$ cat src/rtl/mdec_consts.svh
//------------------------------------------------------------
// Shared constants for the MDEC colour stage
// Buffer depths, address widths and the YCbCr to RGB
// coefficients; include this in any module that sizes a buffer
// or does the colour math
//------------------------------------------------------------
`ifndef MDEC_CONSTS_SVH
`define MDEC_CONSTS_SVH

//------------------------------------------------------------
// Buffers
//------------------------------------------------------------
`define MDEC_CHROMA_DEPTH	64	// One 8x8 block per chroma plane
`define MDEC_PIX_DEPTH		256	// Full 16x16 macroblock of pixels

`define MDEC_CHROMA_AW		6	// log2 of chroma depth
`define MDEC_PIX_AW			8	// log2 of pixel depth

//------------------------------------------------------------
// Conversion coefficients, units of 1/256
//------------------------------------------------------------
// R gets Cr, B gets Cb, G gets both subtracted
`define MDEC_K_RCR			359	// ~1.402
`define MDEC_K_GCB			88	// ~0.344
`define MDEC_K_GCR			183	// ~0.714
`define MDEC_K_BCB			454	// ~1.772

`endif

$ cat src/rtl/mdec_pkg.sv
//------------------------------------------------------------
// Types shared across the MDEC colour stage
// Samples, packed RGB pixels and the block kind tag
//------------------------------------------------------------
package mdec_pkg;

	// Decoded sample from the inverse transform, Y, Cr or Cb
	typedef logic signed [7:0] sample_t;

	// One output pixel, 8 bits per channel
	typedef struct packed {
		logic [7:0] r;
		logic [7:0] g;
		logic [7:0] b;
	} rgb_t;

	// Tag on each incoming sample
	typedef enum logic [1:0] {
		BLK_CR   = 2'd0,
		BLK_CB   = 2'd1,
		BLK_Y    = 2'd2,
		BLK_NONE = 2'd3	// Unused code, dropped by the top
	} blk_kind_t;

endpackage

$ cat src/rtl/mdec_yuv2rgb_core.sv
//------------------------------------------------------------
// YCbCr to RGB matrix, purely combinational
// Fixed-point products in 1/256, arithmetic shift, clamp to
// -128..127, then Y-only bypass and optional +128 offset
//------------------------------------------------------------
`timescale 1ns/100ps
`include "mdec_consts.svh"

module mdec_yuv2rgb_core (
	input  logic              i_yonly,	// Monochrome, all channels = Y
	input  logic              i_signed,	// 0: offset result by 128
	input  mdec_pkg::sample_t i_y,
	input  mdec_pkg::sample_t i_cr,
	input  mdec_pkg::sample_t i_cb,
	output mdec_pkg::rgb_t    o_rgb
);

	// Coefficients as signed so products keep the chroma sign
	localparam logic signed [10:0] K_RCR = 11'(`MDEC_K_RCR);
	localparam logic signed [10:0] K_GCB = 11'(`MDEC_K_GCB);
	localparam logic signed [10:0] K_GCR = 11'(`MDEC_K_GCR);
	localparam logic signed [10:0] K_BCB = 11'(`MDEC_K_BCB);

	logic signed [18:0] r_prod, gb_prod, gr_prod, b_prod;
	logic signed [18:0] r_sum, g_sum, b_sum;
	mdec_pkg::sample_t  r_sat, g_sat, b_sat;

	// Clamp wide sum into sample range
	function automatic mdec_pkg::sample_t sat8(input logic signed [18:0] v);
		if (v > 19'sd127)
			return 8'sh7f;
		else if (v < -19'sd128)
			return 8'sh80;
		else
			return v[7:0];
	endfunction

	// Signed passes as is, unsigned flips the top bit (+128)
	function automatic logic [7:0] to_out(input mdec_pkg::sample_t s, input logic sgn);
		return sgn ? s : {~s[7], s[6:0]};
	endfunction

	//------------------------------------------------------------
	// Matrix
	//------------------------------------------------------------
	assign r_prod  = i_cr * K_RCR;
	assign gb_prod = i_cb * K_GCB;
	assign gr_prod = i_cr * K_GCR;
	assign b_prod  = i_cb * K_BCB;

	assign r_sum = i_y + (r_prod >>> 8);
	assign g_sum = i_y - ((gb_prod + gr_prod) >>> 8);	// Sum first, one shift
	assign b_sum = i_y + (b_prod >>> 8);

	// Y-only skips the matrix entirely
	assign r_sat = i_yonly ? i_y : sat8(r_sum);
	assign g_sat = i_yonly ? i_y : sat8(g_sum);
	assign b_sat = i_yonly ? i_y : sat8(b_sum);

	// Output format
	assign o_rgb.r = to_out(r_sat, i_signed);
	assign o_rgb.g = to_out(g_sat, i_signed);
	assign o_rgb.b = to_out(b_sat, i_signed);

endmodule

$ cat src/rtl/mdec_yuv2rgb_stage.sv
//------------------------------------------------------------
// Colour conversion stage, one pixel per clock
// Cycle n: Y write, chroma read address and pixel index formed
// Cycle n+1: chroma data back, core converts, pixel strobed out
//------------------------------------------------------------
`timescale 1ns/100ps
`include "mdec_consts.svh"

module mdec_yuv2rgb_stage (
	input  logic                         i_clk,
	input  logic                         i_rst,

	// Y sample in
	input  logic                         i_wr,		// Y write strobe
	input  logic                         i_yonly,
	input  logic                         i_signed,
	input  logic [5:0]                   i_idx,		// Raster in 8x8 block
	input  mdec_pkg::sample_t            i_val,
	input  logic [1:0]                   i_yblk,	// [0] right, [1] bottom

	// Chroma buffers, both read at same address
	output logic [`MDEC_CHROMA_AW-1:0]   o_chroma_adr,
	input  mdec_pkg::sample_t            i_cr,		// Valid cycle n+1
	input  mdec_pkg::sample_t            i_cb,

	// Pixel write stream
	output logic                         o_wpix,
	output logic [`MDEC_PIX_AW-1:0]      o_pix,
	output mdec_pkg::rgb_t               o_rgb
);

	//------------------------------------------------------------
	// Cycle n, addressing
	//------------------------------------------------------------
	logic [2:0] col, row;
	logic       half_x, half_y;
	logic [`MDEC_PIX_AW-1:0] pix_adr;

	assign col    = i_idx[2:0];
	assign row    = i_idx[5:3];
	assign half_x = i_yblk[0];
	assign half_y = i_yblk[1];

	// 4:2:0, one chroma per 2x2 luma
	assign o_chroma_adr = {half_y, row[2:1], half_x, col[2:1]};

	// Raster in 16x16 macroblock, or linear for Y-only
	assign pix_adr = i_yonly ? {2'b00, i_idx}
	                         : {half_y, row, half_x, col};

	//------------------------------------------------------------
	// Pipeline register, aligns Y with buffer read latency
	//------------------------------------------------------------
	mdec_pkg::sample_t       p_y;
	logic [`MDEC_PIX_AW-1:0] p_pix;
	logic                    p_wpix;
	logic                    p_yonly;
	logic                    p_signed;

	always_ff @(posedge i_clk)
	begin
		if (i_rst)
			p_wpix <= 1'b0;
		else
			p_wpix <= i_wr;
	end

	// Payload and context, follow the strobe
	always_ff @(posedge i_clk)
	begin
		p_y      <= i_val;
		p_pix    <= pix_adr;
		p_yonly  <= i_yonly;	// Mode travels with its sample
		p_signed <= i_signed;
	end

	//------------------------------------------------------------
	// Cycle n+1, convert
	//------------------------------------------------------------
	mdec_yuv2rgb_core u_core (
		.i_yonly  (p_yonly),
		.i_signed (p_signed),
		.i_y      (p_y),
		.i_cr     (i_cr),
		.i_cb     (i_cb),
		.o_rgb    (o_rgb)
	);

	assign o_wpix = p_wpix;
	assign o_pix  = p_pix;

endmodule

$ cat config.mk
export PLATFORM = sky130hd
export DESIGN_NAME = mdec_yuv2rgb_stage
export DESIGN_NICKNAME = d
export VERILOG_FILES = /design/src/rtl/mdec_pkg.sv /design/src/rtl/mdec_yuv2rgb_core.sv /design/src/rtl/mdec_yuv2rgb_stage.sv
export VERILOG_INCLUDE_DIRS = /design/src /design/src/rtl
export SDC_FILE = /design/constraint.sdc
export NUM_CORES = 1
export LEC_CHECK = 0
export ABC_AREA = 1
export BUFFER_PORTS_ARGS = -buffer_cell sky130_fd_sc_hd__buf_2
export CAP_MARGIN = 25
export CORE_MARGIN = 2
export CORE_UTILIZATION = 29
export DETAILED_ROUTE_END_ITERATION = 12
export GPL_ROUTABILITY_DRIVEN = 0
export GPL_TIMING_DRIVEN = 0
export HOLD_SLACK_MARGIN = 0.15
export PLACE_DENSITY = 0.42
export RECOVER_POWER = 25
export SLEW_MARGIN = 25
export SYNTH_ARGS = -nofsm -noshare
export SYNTH_HDL_FRONTEND = slang
export SYNTH_SLANG_ARGS = --single-unit
$ cat constraint.sdc
create_clock -name i_clk -period 21.7 [get_ports i_clk]
set_input_delay 6.51 -clock i_clk [delete_from_list [all_inputs] [get_ports i_clk]]
set_output_delay 6.51 -clock i_clk [all_outputs]
set_load 0.05 [all_outputs]
-- Word level (Yosys, flattened, before mapping)
Index checks and enable logic that the tools add are counted.
- reductions and logical operators: 0
- multiplexer cells: 13
- $lt $le $gt $ge: 6
- shifts and indexed selects: 0
- $add $sub $neg: 4
- equal/unequal tests: 0
- divide/modulo/power cells: 0
- $mul: 4
- bitwise operators: 3
- operators with widths (operator ; count):
    $mux 8 ; 12
    $gt 19x8->1 const B ; 3
    $lt 19x8->1 const B ; 3
    $mul 8x9->17 const B ; 2
    $add 8x10->11 ; 2
    $add 16x17->18 ; 1
    $mul 8x10->18 const B ; 1
    $mul 8x5->13 const B ; 1
    $sub 8x11->12 ; 1
    $mux 6 ; 1
    $not 1->1 ; 3
- bits in registers: 19
- input port bits: 37
- ROM bits: 0
- output and inout bits: 39
- memories kept: 0
- latch bits: 0
- logic and storage cells: 36
- memory bits (writable): 0

-- Longest topological paths before layout
- depth after elaboration: 9
- mapped depth: 40
- mapped depth without buffers: 40

-- By module
From an unflattened synthesis, not the netlist that was laid out.
- cells, all modules: 1046
- area total of the unflattened synthesis: 7472.2 sq um
- by module, submodules not included (module ; area an instance (sq um) ; instances ; cells each ; sequential area each (sq um)):
    mdec_yuv2rgb_core ; 6986.7 ; 1 ; 1005 ; 0.0
    mdec_yuv2rgb_stage ; 485.5 ; 1 ; 41 ; 380.4

-- Worst setup path before layout
Ideal clock, no wire load.
- kind: in2out
- start: input port i_cb[1]
- end: output port o_rgb[15] (netlist bit)
- stages: 36
- setup slack: 2020 ps
- required time: 15190 ps
- arrival: 13170 ps
- path buffers: 0
- cells stage by stage: ha_1 inv_1 fa_1 inv_1 ha_1 a21oi_1 nand2_1 xor2_1 ha_1 inv_1 fa_1 fa_1 inv_1 fa_1 ha_1 ha_1 nand2_1 inv_1 nand2_1 nand2_1 nand2_1 o21ai_0 a21oi_1 xor2_1 ha_1 inv_2 nor3_2 nand2_2 nand2_2 a21oi_1 inv_1 nand3_1 nand2_1 nand2_1 nand2_1 xor2_1
- RTL lines (what ; line ; source):
    start, declared ; mdec_yuv2rgb_stage.sv:24 ; input mdec_pkg::sample_t i_cb,
    end, declared ; mdec_yuv2rgb_stage.sv:29 ; output mdec_pkg::rgb_t o_rgb

==> reports/metrics.cfg <==
[timing]
period_share_pct=92.9
hold_slack_ns=6.36
finalSetupTns_ns=0
slew_headroom_pct=67.0
worst_slew_pin_slew_ns=0.494
rsz0062_at_grt=no
maxSlewViolCount=0
hold_viol=0
fmax_ghz=0.0496
fin_crit_ns=20.17
finalSetupViolCount=0

[worst_setup_path]
cp_max_fo=6
critical_path.startpoint_type=input port
critPathSlowestCell=fa_1
timing.setup.critical_path_class=input port to output port
crit_top_cell=nand2_1
crit_arrival_ns=13.66
end_kind=output port
worst_ep_required_time_ns=15.19
max_stage_delay_ns=0.51

[finish]
antenna_cells=0
post-route-util_pct=33.4
drive_gt1_share_pct=11.7
syn_to_final_growth_pct=12.5
final_cell_mix=203 x inv_1, 173 x ha_1, 129 x nand2_1, 76 x buf_2, 60 x fa_1
layout.nets=1210
layout_commonest_cell=inv_1

[die]
std_cell_rows=55
die_y_um=157
die_area_mm2=0.0246
core_region_area_mm2=0.0228
initial_utilization_pct=29.7
chipWidth_um=157
io_pins=76

[yosys]
synth_seq_cells=19
yosysWarnings=0
avgSynthCellArea_um2=7.87
async_flop_share_pct=0
netlist_instances=860
ys.flop_type=dfxtp_1
yosysTopAreaCell=ha_1
synth_area_mm2=0.00677
yosysTopAreaCellShare_pct=32.0
synth_nets=1130
synth_area_leaders=ha_1 32%, fa_1 18%, inv_1 11%
yosysSeqAreaShare_pct=5.62
synth_cell_types=38
synth_edf_count=0

[detailed_routing]
via_per_inst=4.33
wl_per_cell_um=12.3
routed_wl_mm=15.4
dr.pass1.iters=4
detail-route-antenna-nets=0
drc=0
num_vias=5415
drtIter0Drc=123

[outcome]
outcome=finished clean

[grt]
grt_overflow=0
antenna_found_initial=0
grt_pass1_wl_mm=25.6
grt_pass1_vias=5393
grt_max_degree=13
grt_usage_pct=12.8

[clock_network]
cts_root_buffer=clkbuf_16
cts_sinks=19
ctsHtreeMaxLevel=1
ctsHoldBuffers=0
cts_max_path_buffers=2
clkSlewWorstSetupHoldPaths_ns=0.06
cts_buffers=3
ctsResizeCount=0
postCtsSetupRepairBufs=0
tritoncts=built

[place]
io_buffers=75
hpwl_mm=14.2

[run]
drv_cap=0

[hold_path]
hp-class=input port to flop

## state kept, by name (all words and copies together), names as in the netlist
signal,count
p_yonly,1
p_y,8
o_pix,8
p_signed,1
o_wpix,1
## critical path: cells and delay by family
kind | cells | cell delay [ns]
adder cells (fa/ha/maj) | 10 | 3.84
AO/OA/AOI/OAI | 5 | 0.82
buffers and inverters | 9 | 0.80
XOR/XNOR | 3 | 0.45
AND/OR/NAND/NOR | 12 | 1.27
## cells by family (layout without fill, tap and decap cells)
kind of cell	after synthesis	in the layout	share of synthesized area, %
adder cells (fa/ha/maj)	233	233	49.7
AND/OR/NAND/NOR	226	226	14.6
buffers and inverters	214	293	12.2
AO/OA/AOI/OAI	104	104	9.34
XOR/XNOR	63	63	8.27
flip-flops	19	19	5.62
multiplexers	1	1	0.166
## synth_stat cells, types with 10 or more instances
master and instances:
a21o_1 10, a21oi_1 56, dfxtp_1 19, fa_1 60, ha_1 173, inv_1 203, nand2_1 129, nand3_1 50
nor2_1 17, o21ai_0 12, xnor2_1 21, xor2_1 41
## layout make-up
| class | instances | area (um2) |
|---|---|---|
| buffer | 8 | 55.1 |
| inverter | 206 | 773 |
| tap | 313 | 392 |
| fill | 2481 | 15200 |
| multi-input combinational | 627 | 5560 |
| timing repair buffer | 75 | 374 |
| sequential | 19 | 380 |
| clock buffer | 3 | 75.1 |
| clock inverter | 1 | 7.51 |
## worst paths after layout
check	start	end	slack, ns	cells past startpoint
hold / removal	i_val[4]	p_y[4]	6.36	1
setup / recovery	i_cb[1]	o_rgb[8]	1.53	39
## metrics by stage
stage / setup slack (ns) / area (um2) / std cells
after floorplan: 2.02 / 6770 / 860
after global placement: 1.49 / 7530 / 1248
after detailed placement: 1.49 / 7530 / 1248
after CTS: 1.46 / 7620 / 1252
after global routing: 0.987 / 7610 / 1252
final: 1.53 / 7610 / 1252
## metal layers
metal / wire (um) / track usage [%] / vias up
li1: - / - / 2902
met4: 43 / 0.699 / 0
met5: 0 / 0 / -
met1: 7390 / 17.6 / 2460
met2: 7450 / 22.5 / 48
met3: 538 / 1.36 / 5
Power is not shown: default switching activity piles up to over one toggle a cycle in this logic, so the estimate is an artifact.
