## src/rtl/mdec_consts.svh

```systemverilog
//------------------------------------------------------------
// Shared constants for the MDEC colour stage
// Buffer depths, address widths and the YCbCr to RGB
// coefficients; include this in any module that sizes a buffer
// or does the colour math
//------------------------------------------------------------
`ifndef MDEC_CONSTS_SVH
`define MDEC_CONSTS_SVH

//------------------------------------------------------------
// Buffers
//------------------------------------------------------------
`define MDEC_CHROMA_DEPTH	64	// One 8x8 block per chroma plane
`define MDEC_PIX_DEPTH		256	// Full 16x16 macroblock of pixels

`define MDEC_CHROMA_AW		6	// log2 of chroma depth
`define MDEC_PIX_AW			8	// log2 of pixel depth

//------------------------------------------------------------
// Conversion coefficients, units of 1/256
//------------------------------------------------------------
// R gets Cr, B gets Cb, G gets both subtracted
`define MDEC_K_RCR			359	// ~1.402
`define MDEC_K_GCB			88	// ~0.344
`define MDEC_K_GCR			183	// ~0.714
`define MDEC_K_BCB			454	// ~1.772

`endif

```

## src/rtl/mdec_block_ram.sv

```systemverilog
//------------------------------------------------------------
// Simple dual-port buffer, one write port, registered read
// Payload type set by T_DATA; serves chroma and pixel storage
// Read of an address written in the same cycle gives old data
//------------------------------------------------------------
`timescale 1ns/100ps

module mdec_block_ram #(
	parameter type T_DATA = logic [7:0],	// Payload per entry
	parameter int  DEPTH  = 64				// Number of entries
) (
	input  logic                     i_clk,
	input  logic                     i_wr,		// Write strobe
	input  logic [$clog2(DEPTH)-1:0] i_wadr,
	input  T_DATA                    i_wdata,
	input  logic [$clog2(DEPTH)-1:0] i_radr,	// Always reading
	output T_DATA                    o_rdata	// One clock after i_radr
);

	T_DATA mem [DEPTH];	// No reset on contents

	// Write port
	always_ff @(posedge i_clk)
	begin
		if (i_wr)
			mem[i_wadr] <= i_wdata;
	end

	// Registered read, read-before-write on collision
	always_ff @(posedge i_clk)
	begin
		o_rdata <= mem[i_radr];
	end

endmodule

```

## config.mk

```make
export PLATFORM = sky130hd
export DESIGN_NAME = mdec_block_ram
export DESIGN_NICKNAME = d
export VERILOG_FILES = /design/src/rtl/mdec_consts.svh /design/src/rtl/mdec_block_ram.sv
export SDC_FILE = /design/constraint.sdc
export NUM_CORES = 1
export LEC_CHECK = 0
export BUFFER_PORTS_ARGS = -buffer_cell sky130_fd_sc_hd__buf_2
export CAP_MARGIN = 20
export CORE_MARGIN = 2
export CORE_UTILIZATION = 49
export CTS_CLUSTER_DIAMETER = 100
export DETAILED_ROUTE_END_ITERATION = 6
export GPL_TIMING_DRIVEN = 0
export PLACE_DENSITY_LB_ADDON = 0.2
export SETUP_SLACK_MARGIN = 0.2
export SYNTH_ARGS = -nofsm -noshare
export SYNTH_HDL_FRONTEND = slang
export SYNTH_SLANG_ARGS = --single-unit
```

## constraint.sdc

```tcl
create_clock -name i_clk -period 3.2 [get_ports i_clk]
set_input_delay 0.48 -clock i_clk [delete_from_list [all_inputs] [get_ports i_clk]]
set_output_delay 0.48 -clock i_clk [all_outputs]
set_load 0.02 [all_outputs]
```

* After elaboration in Yosys (flattened, before gate mapping)
Memory sizes are Yosys's and may differ from the RTL's. A register that Yosys moved wholly into a read port is not among the register bits.
Index checks and enable logic that the tools add are counted.
** Cells by class
- Multiplexer cells :: 2
** Operator list (count)
- two-way mux 1 bit :: 2
** Storage, ports and cells
- Register bits :: 0
- Bits in writable memories :: 512
- Output and inout bits :: 8
- Logic and storage cells :: 3
- Memories kept :: 1
** Memories
- mem :: depth 64, bits a word 8, read ports 1, clocked after Yosys merged registers in 1, write ports 1, RTL line mdec_block_ram.sv:20 : T_DATA mem [DEPTH];

* Logic depth before layout (Yosys ltp)
Gate-level depths: netlist of run 1.
- Word-level depth :: 2
- Depth in mapped cells :: 9
- Mapped depth without buffers :: 5

* Worst setup path after synthesis of run 1
OpenSTA, ideal clock, no wires.
- Path kind :: input port to flip-flop
- Start point :: input i_radr[1]
- End point :: register o_rdata[3] in the netlist's numbering, read port of mem
- Arrival :: 2.020 ns
- Path slack :: 1.052 ns
- Stages :: 7
- Path buffers :: 3
- Path through :: buf_4 -> buf_2 -> buf_2 -> mux4_2 -> mux4_2 -> o21ai_1 -> o41ai_1
** RTL lines
- start: declaration :: RTL line mdec_block_ram.sv:16 : input logic [$clog2(DEPTH)-1:0] i_radr,
- end: declaration :: RTL line mdec_block_ram.sv:17 : output T_DATA o_rdata

==> results.sh, run 1 <==
export IMPL_status="complete, no violations"
export IMPL_gr_total_overflow=0
export IMPL_min_path_type="input pin to register"
export IMPL_timing_critical_path_mode_cell="buf_2"
export IMPL_vias_per_cell=6.07
export IMPL_die_height_um=207
export IMPL_synth_edf_count=512
export IMPL_yosysSeqAreaShare_pct=77.0
export IMPL_drt_iter0_markers=1174
export IMPL_final_nets=1049
export IMPL_worst_slack_ns=0.338
export IMPL_clk_path_buf_depth=3
export IMPL_irDropWorstVdd_mv=0.618
export IMPL_timing_rr_end="o_rdata[5]$_DFF_P_"
export IMPL_p_leak_uw=0.00708
export IMPL_grt_pass1_vias=9747
export IMPL_antenna_cells=0
export IMPL_htree_levels=2
export IMPL_ys_ff_latch=520
export IMPL_clk_latency_ns=0.60
export IMPL_async_flop_share_pct=0
export IMPL_die_w_um=207
export IMPL_synth_yosys_warnings=0
export IMPL_cp_start_kind="input pin"
export IMPL_fillers=3083
export IMPL_portBuffers=21
export IMPL_synthCells=940
export IMPL_gr_usage_all_layers_pct=23.1
export IMPL_ctsHoldBuffers=0
export IMPL_power_density_nw_per_um2=622
export IMPL_floorplan_initialDensity_pct=49.5
export IMPL_wl_per_cell_um=29.7
export IMPL_syn_to_final_growth_pct=12.8
export IMPL_core_area_um2=40700
export IMPL_dieArea_um2=42800
export IMPL_wl_met2_um=22800
export IMPL_skew_ns=0.0228
export IMPL_synthTopCellsByArea="edfxtp_1, mux4_2, nor2_1"
export IMPL_critPathKind="input pin to register"
export IMPL_wirelength_um=47700
export IMPL_post_cts_setup_buffers=0
export IMPL_synth_avg_cell_area_um2=21.5
export IMPL_slew_violations=0
export IMPL_multi_input_area_um2=4320
export IMPL_crit_end="o_rdata[5]$_DFF_P_"
export IMPL_firstDrtPassIters=6
export IMPL_regArea_um2=15500
export IMPL_ios=30
export IMPL_clockRootBuffer="clkbuf_16"
export IMPL_finalSetupViolCount=0
export IMPL_syn_nets=962
export IMPL_fin_crit_sh_pct=89.5
export IMPL_critPathArrivalTime_ns=3.28
export IMPL_pwr_share_comb_pct=5.5
export IMPL_swShare_pct=21.3
export IMPL_cts_resized=0
export IMPL_slew_headroom_pct=20.7
export IMPL_placed_cells=1501
export IMPL_path_cells="buf_2 > buf_4 > clkbuf_1 > buf_2 > o221ai_1 > o21a_1 > o41ai_1"
export IMPL_numClockSinks=520
export IMPL_route_top_layer_used="met5"
export IMPL_fmax_mhz=349
export IMPL_synthTopCellsByCount="edfxtp_1, mux4_2, nor2_1"
export IMPL_syn_area_um2=20200
export IMPL_post_route_drc_count=0
export IMPL_dr_wl_met3_um=3790
export IMPL_grt_start_max_net_pins=65
export IMPL_r2r_slack_ns=0.65
export IMPL_hpwl_um=31000
export IMPL_finalNonFillerCells=1603
export IMPL_worstMarginPinSlew_ns=1.16
export IMPL_required_ns=3.62
export IMPL_wirelength_met1_um=19400
export IMPL_rr_worst_depth=4
export IMPL_place_congestion=0.863
export IMPL_synth_main_ff_cell="edfxtp_1"
export IMPL_num_rows=74
export IMPL_synth_cell_types=40
export IMPL_yosys_area_top_type_share_pct=76.2
export IMPL_drive_above_1_share_pct=25.4
export IMPL_reg2reg_from="mem[3][5]$_DFFE_PP_"
export IMPL_crit_slowest_cell="o41ai_1"
export IMPL_grt_pass1_wl_um=68000
export IMPL_cts_tree="yes"
export IMPL_crit_fanout=10
export IMPL_seqPwrFrac_pct=53.4
export IMPL_antenna_found_initial=1
export IMPL_power_total_uw=14100
export IMPL_cts_buffers_inserted=53
export IMPL_worst_setup_path_end_kind="register"
export IMPL_final_setup_tns_ns=0
export IMPL_clkPwrFrac_pct=41.1
export IMPL_synth_most_common_cell="edfxtp_1"
export IMPL_intPower_uw=11100
export IMPL_path_clk_slew_ns=0.06
export IMPL_yosysTopAreaCell="edfxtp_1"
export IMPL_p_sw_uw=3010
export IMPL_finalHoldViolCount=0
export IMPL_critPathLaunch="i_radr[2]"
export IMPL_pre_cts_ws_ns=-0.156
export IMPL_min_period_ns=2.86
export IMPL_cap_violations=0
export IMPL_antenna_left=0
export IMPL_slowest_delay_ns=0.74
export IMPL_dr_total_vias=9734
export IMPL_rsz0062_at_grt="false"
==> sequential cells by signal, summed over array words and instances, names as in the netlist <==
| name | cells |
|---|---|
| o_rdata | 8 |
| mem | 512 |
==> how the worst min path moves through the flow <==
stage	to	cells after the start	slack, ns	start
floorplan	mem[0][0]$_DFFE_PP_	0	0.58	i_wdata[0]
global placement	o_rdata[6]	1	0.90	o_rdata[6]$_DFF_P_
detailed placement	o_rdata[1]	1	0.90	o_rdata[1]$_DFF_P_
CTS	o_rdata[3]$_DFF_P_	2	0.32	i_radr[5]
global route	mem[17][3]$_DFFE_PP_	1	0.26	i_wdata[3]
finish	mem[17][3]$_DFFE_PP_	1	0.26	i_wdata[3]
==> per-stage QoR <==
stage                     hold slack [ns]  cell area (um2)  util (%)
after global routing                0.262            22700      55.8
final                               0.263            22700      55.8
after CTS                           0.317            22700      55.7
after floorplan                     0.579            20200         -
after global placement              0.896            20900      51.4
after detailed placement            0.897            21100      51.7
==> critical path: cells and delay by family <==
kind	cells	cell delay, ns
AO/OA/AOI/OAI	3	1.16
buffers and inverters	4	1.63
==> routing by layer <==
metal / global-route usage, % / vias up
met5: 0 / -
met4: 8.38 / 2
met3: 4.65 / 103
met2: 37.0 / 393
met1: 31.8 / 5125
li1: - / 4111
==> area by class of cell <==
class                   instances  share of cell area [%]
plain buffers                  51                    1.39
clock buffers                  73                    6.35
clock inverters                26                   0.787
multi-input cells             369                    19.0
flip-flops and latches        520                    68.3
well taps                     532                    2.93
repair buffers                 32                    1.28
==> cell usage in the layout, fill, tap and decap left out, drive strengths merged, types with 2 or more instances in the layout <==
cell / synthesis / final
edfxtp: 512 / 512
mux4: 126 / 126
clkbuf: 17 / 90
nor2: 83 / 83
buf: 34 / 66
mux2i: 23 / 23
nand2: 19 / 19
clkinv: 0 / 19
nor2b: 14 / 14
mux2: 13 / 13
nand3: 13 / 13
o221ai: 8 / 8
o22ai: 8 / 8
dfxtp: 8 / 8
nand2b: 7 / 7
nor3: 7 / 7
a221oi: 6 / 6
a211oi: 4 / 4
clkinvlp: 0 / 4
o21ai: 4 / 4
nand3b: 3 / 3
a21oi: 3 / 3
a22oi: 3 / 3
o2111ai: 3 / 3
o2bb2ai: 3 / 3
o221a: 2 / 2
nor4: 2 / 2
o32ai: 2 / 2
a2111oi: 2 / 2
o21a: 2 / 2
o41ai: 2 / 2
nand4: 2 / 2
bufinv: 0 / 2
==> power by group through the flow <==
stage	clock network, uW	logic, uW	registers, uW
after floorplan	0	402	7710
after global placement	0	749	7700
after detailed placement	0	776	7700
after CTS	5890	779	7550
after global routing	6150	826	7550
final	5810	784	7550
==> cell families (layout without fill, tap and decap cells) <==
logic type | Yosys count | count (layout) | share of synthesized area, %
flops | 520 | 520 | 77.0
mux | 162 | 162 | 15.9
simple gates | 153 | 153 | 3.39
compound gates | 54 | 54 | 2.07
buf+inv | 51 | 182 | 1.57
(Power assumes the default switching activity.)
==> run 2, diff against run 1 <==
--- a/config.mk
+++ b/config.mk
@@ -13,6 +13,7 @@
 export DETAILED_ROUTE_END_ITERATION = 6
 export GPL_TIMING_DRIVEN = 0
 export PLACE_DENSITY_LB_ADDON = 0.2
+export RECOVER_POWER = 100
 export SETUP_SLACK_MARGIN = 0.2
 export SYNTH_ARGS = -nofsm -noshare
 export SYNTH_HDL_FRONTEND = slang
==> run 2 against run 1 <==
Final cell count is the same; critical endpoint unchanged; combinational power shrank 3.4%; final area fell by 0.68%; utilization is 0.38 points lower; the run now ends with max-capacitance violations, max-slew violations left; flip-flop and latch count is the same; clock-buffer cell count did not move; die area did not move; routed wire length about the same; setup slack worse by 0.021 ns; fmax decreased by 0.72%; via count rose by 0.87%.
==> results.sh, run 2 (same netlist as run 1, synthesis figures left out) <==
export IMPL_htree_levels=2
export IMPL_die_height_um=207
export IMPL_cts_resized=0
export IMPL_portBuffers=21
export IMPL_dr_total_vias=9819
export IMPL_dieArea_um2=42800
export IMPL_final_cell_mix="edfxtp_1, mux4_2, nor2_1"
export IMPL_path_cells="buf_2 > buf_4 > clkbuf_1 > clkbuf_2 > o221ai_1 > o21a_1 > o41ai_1"
export IMPL_path_buf_inv=4
export IMPL_critPathKind="input pin to register"
export IMPL_slew_headroom_pct=-64.2
export IMPL_rsz0062_at_grt="false"
export IMPL_cp_start_kind="input pin"
export IMPL_seqPwrFrac_pct=53.5
export IMPL_path_clk_slew_ns=0.06
export IMPL_post_route_drc_count=0
export IMPL_crit_slowest_cell="o41ai_1"
export IMPL_finalNonFillerCells=1603
export IMPL_hpwl_um=31000
export IMPL_skew_ns=0.0205
export IMPL_violations="max-capacitance violations, max-slew violations"
export IMPL_placed_cells=1501
export IMPL_fmax_mhz=347
export IMPL_design_area_um2=22600
export IMPL_die_w_um=207
export IMPL_final_nets=1049
export IMPL_drive_above_1_share_pct=22.9
export IMPL_min_path_type="input pin to register"
export IMPL_power_total_uw=14100
export IMPL_finalSetupViolCount=0
export IMPL_largest_register="mem"
export IMPL_grt_pass1_vias=9747
export IMPL_final_common_cell="edfxtp_1"
export IMPL_wl_per_cell_um=29.8
export IMPL_antenna_cells=0
export IMPL_clkPwrFrac_pct=41.2
export IMPL_syn_to_final_growth_pct=12.0
export IMPL_num_rows=74
export IMPL_reg_largest_list="mem: 512 flops, o_rdata: 8 flops"
export IMPL_status="finished with violations"
export IMPL_core_area_um2=40700
export IMPL_numClockSinks=520
export IMPL_clockRootBuffer="clkbuf_16"
export IMPL_antenna_found_initial=1
export IMPL_cap_violations=9
export IMPL_clk_latency_ns=0.60
export IMPL_grt_start_max_net_pins=65
export IMPL_p_sw_uw=3020
export IMPL_min_period_ns=2.88
export IMPL_vias_per_cell=6.13
export IMPL_place_area_um2=21100
export IMPL_slew_violations=383
export IMPL_gr_total_overflow=0
export IMPL_r2r_slack_ns=0.71
export IMPL_grt_pass1_wl_um=68000
export IMPL_drt_iter0_markers=1066
export IMPL_crit_family="buffers and inverters"
export IMPL_ios=30
export IMPL_floorplan_initialDensity_pct=49.5
export IMPL_ctsHoldBuffers=0
export IMPL_clk_path_buf_depth=3
export IMPL_p_leak_uw=0.00696
export IMPL_wirelength_um=47700
export IMPL_intPower_uw=11100
export IMPL_worst_setup_path_end_kind="register"
export IMPL_critPathArrivalTime_ns=3.29
export IMPL_antenna_left=0
export IMPL_swShare_pct=21.3
export IMPL_pre_cts_ws_ns=-0.156
export IMPL_gr_usage_all_layers_pct=23.1
export IMPL_power_density_nw_per_um2=626
export IMPL_worst_slack_ns=0.317
export IMPL_required_ns=3.61
export IMPL_post_cts_setup_buffers=0
export IMPL_cts_buffers_inserted=53
export IMPL_fin_crit_sh_pct=90.1
export IMPL_pwr_share_comb_pct=5.4
export IMPL_finalHoldViolCount=0
export IMPL_place_congestion=0.863
export IMPL_slowest_delay_ns=0.74
export IMPL_largest_register_ffs=512
export IMPL_firstDrtPassIters=6
export IMPL_worstMarginPinSlew_ns=2.46
export IMPL_irDropWorstVdd_mv=0.618
export IMPL_crit_fanout=10
export IMPL_cts_tree="yes"
## run 2: worst paths after layout
kind                                            from                   end  depth (start not counted)
worst max-delay path                       i_radr[2]    o_rdata[5]$_DFF_P_                          7
worst min register to register  mem[22][0]$_DFFE_PP_    o_rdata[0]$_DFF_P_                          4
worst max register to register   mem[0][5]$_DFFE_PP_    o_rdata[5]$_DFF_P_                          4
worst min-delay path                      i_wdata[3]  mem[17][3]$_DFFE_PP_                          1
## run 2: metrics by stage
| step | util, % | hold WS [ns] | setup TNS (ns) |
|---|---|---|---|
| 6_report | 55.5 | 0.350 | 0 |
| 4_1_cts | 55.7 | 0.317 | 0 |
| 2_1_floorplan | - | 0.579 | 0 |
| 5_1_grt | 55.5 | 0.335 | 0 |
| 3_5_place_dp | 51.7 | 0.897 | -0.253 |
| 3_3_place_gp | 51.4 | 0.896 | -0.233 |
## run 2: layer usage
metal  up-vias  track usage (%)  part of all wire, %
met4         2             8.38                  3.5
met1      5164             31.8                   40
met5         -                0                0.036
li1       4110                -                    -
met2       440             37.0                   48
met3       103             4.65                  7.9
## run 2: area by class of cell
type | count | area (um2)
fillers | 3107 | 18100
multi-input cells | 369 | 4320
clock inverters | 26 | 179
well taps | 532 | 666
flip-flops and latches | 520 | 15500
plain buffers | 51 | 317
repair buffers | 32 | 136
clock buffers | 73 | 1440
## run 2: power groups by stage
stage / combinational, uW / clock, uW / sequential, uW
3_5_place_dp: 776 / 0 / 7700
3_3_place_gp: 749 / 0 / 7700
2_1_floorplan: 402 / 0 / 7710
6_report: 757 / 5820 / 7560
5_1_grt: 799 / 6150 / 7560
4_1_cts: 779 / 5890 / 7550
==> run 3, diff against run 2 <==
==> constraint.sdc (replaced) <==
create_clock -name i_clk -period 3.2 [get_ports i_clk]
set_input_delay 0.16 -clock i_clk [delete_from_list [all_inputs] [get_ports i_clk]]
set_output_delay 0.16 -clock i_clk [all_outputs]
set_load 0.02 [all_outputs]
==> run 3 against run 2 <==
The flow still finishes with violations (max-capacitance violations, max-slew violations); combinational power rose by 0.7%; critical path depth did not move; fmax rose by 4.6%; sequential power barely moved; final area rose by 0.20%; setup slack improved by 0.13 ns; die area did not move; hold slack got worse by 0.18 ns; clock power barely moved; clock skew rose by 0.00062 ns; via count fell by 0.49%.
==> results.sh, run 3 (same netlist as run 1, synthesis figures left out) <==
export IMPL_status="finished with violations"
export IMPL_violations="max-capacitance violations, max-slew violations"
export IMPL_dr_total_vias=9771
export IMPL_cap_violations=9
export IMPL_gr_total_overflow=0
export IMPL_critPathKind="input pin to register"
export IMPL_post_cts_setup_buffers=0
export IMPL_path_cells="clkbuf_1 > buf_4 > clkbuf_1 > buf_2 > o221ai_1 > o21a_1 > o41ai_1"
export IMPL_firstDrtPassIters=5
export IMPL_htree_levels=2
export IMPL_critPathLaunch="i_radr[2]"
export IMPL_fillers=3101
export IMPL_gr_usage_all_layers_pct=23.1
export IMPL_timing_critical_path_mode_cell="clkbuf_1"
export IMPL_min_period_ns=2.76
export IMPL_cts_resized=0
export IMPL_portBuffers=21
export IMPL_skew_ns=0.0211
export IMPL_p_leak_uw=0.00699
export IMPL_worstMarginPinSlew_ns=2.24
export IMPL_cp_num_cells=7
export IMPL_die_height_um=207
export IMPL_vias_per_cell=6.08
export IMPL_place_congestion=0.863
export IMPL_irDropWorstVdd_mv=0.618
export IMPL_syn_to_final_growth_pct=12.3
export IMPL_fin_crit_sh_pct=86.2
export IMPL_wirelength_um=47700
export IMPL_final_nets=1052
export IMPL_clockRootBuffer="clkbuf_16"
export IMPL_path_buf_inv=4
export IMPL_post_route_drc_count=0
export IMPL_grt_pass1_wl_um=68000
export IMPL_numClockSinks=520
export IMPL_hpwl_um=31000
export IMPL_power_total_uw=14100
export IMPL_rsz0062_at_grt="false"
export IMPL_power_density_nw_per_um2=624
export IMPL_final_common_cell="edfxtp_1"
export IMPL_grt_pass1_vias=9747
export IMPL_worst_setup_path_end_kind="register"
export IMPL_largest_register="mem"
export IMPL_whs_ns=0.174
export IMPL_crit_end="o_rdata[5]$_DFF_P_"
export IMPL_r2r_slack_ns=0.68
export IMPL_final_setup_tns_ns=0
export IMPL_largest_register_ffs=512
export IMPL_reg2reg_from="mem[3][3]$_DFFE_PP_"
export IMPL_grt_start_max_net_pins=65
export IMPL_floorplan_initialDensity_pct=49.5
export IMPL_antenna_left=0
export IMPL_antenna_found_initial=1
export IMPL_wl_per_cell_um=29.7
export IMPL_slowest_delay_ns=0.74
export IMPL_reg_largest_list="mem: 512 flops, o_rdata: 8 flops"
export IMPL_crit_family="buffers and inverters"
export IMPL_dieArea_um2=42800
export IMPL_rr_worst_depth=4
export IMPL_core_area_um2=40700
export IMPL_ios=30
export IMPL_slew_violations=383
export IMPL_ctsHoldBuffers=1
export IMPL_cp_start_kind="input pin"
export IMPL_finalHoldViolCount=0
export IMPL_clk_path_buf_depth=3
export IMPL_slew_headroom_pct=-49.5
export IMPL_crit_slowest_cell="o41ai_1"
export IMPL_cts_tree="yes"
export IMPL_path_clk_slew_ns=0.06
export IMPL_antenna_cells=0
export IMPL_cts_buffers_inserted=53
export IMPL_clk_latency_ns=0.60
export IMPL_finalSetupViolCount=0
export IMPL_final_cell_mix="edfxtp_1, mux4_2, nor2_1"
export IMPL_min_path_type="input pin to register"
export IMPL_fmax_mhz=363
export IMPL_critPathArrivalTime_ns=3.17
export IMPL_drt_iter0_markers=1088
export IMPL_die_w_um=207
export IMPL_drive_above_1_share_pct=22.7
export IMPL_required_ns=3.61
export IMPL_crit_fanout=10
export IMPL_num_rows=74
export IMPL_timing_rr_end="o_rdata[3]$_DFF_P_"
run 3: layout make-up:
class,count,area (um2),share of cell area [%]
clock buffer,73,1440,6.38
timing repair buffer,35,184,0.812
tap,532,666,2.94
buffer,51,315,1.39
sequential,520,15500,68.6
clock inverter,26,179,0.790
multi-input combinational,369,4320,19.1
run 3: worst min path at each step:
stage,startpoint,to,slack (ns),depth (start not counted)
after floorplan,i_wdata[0],mem[0][0]$_DFFE_PP_,0.26,0
final,i_wadr[0],mem[49][3]$_DFFE_PP_,0.17,3
after global placement,o_rdata[6]$_DFF_P_,o_rdata[6],0.58,1
after CTS,i_wdata[1],mem[9][1]$_DFFE_PP_,0.02,1
after detailed placement,o_rdata[1]$_DFF_P_,o_rdata[1],0.58,1
after global routing,i_wadr[0],mem[49][3]$_DFFE_PP_,0.18,3
run 3: worst min-delay path: stages:
cell,delay [ns]
buf_2,0.16
nand4_1,0.15
nor3_1,0.12
run 3: through the flow:
| step | setup slack (ns) | util [%] | area (um2) | instances |
|---|---|---|---|---|
| 6_report | 0.443 | 55.6 | 22600 | 1606 |
| 5_1_grt | 0.388 | 55.6 | 22600 | 1606 |
| 4_1_cts | 0.778 | 55.7 | 22700 | 1601 |
| 3_5_place_dp | 0.164 | 51.7 | 21100 | 1501 |
| 3_3_place_gp | 0.209 | 51.4 | 20900 | 1493 |
| 2_1_floorplan | 1.37 | - | 20200 | 940 |
run 3: where the power goes:
group	internal [uW]	switching, uW	leakage, uW	total, uW
Clock	3310	2500	0.000779	5810
Combinational	267	495	0.00154	762
Sequential	7550	12.8	0.00467	7560
run 3: per-layer routing:
metal  track usage [%]  vias to the layer above  part of all wire [%]
li1                  -                     4117                     -
met1              31.8                     5111                    41
met2              37.0                      436                    48
met3              4.65                      105                   8.1
met4              8.38                        2                   3.5
met5                 0                        -                 0.036
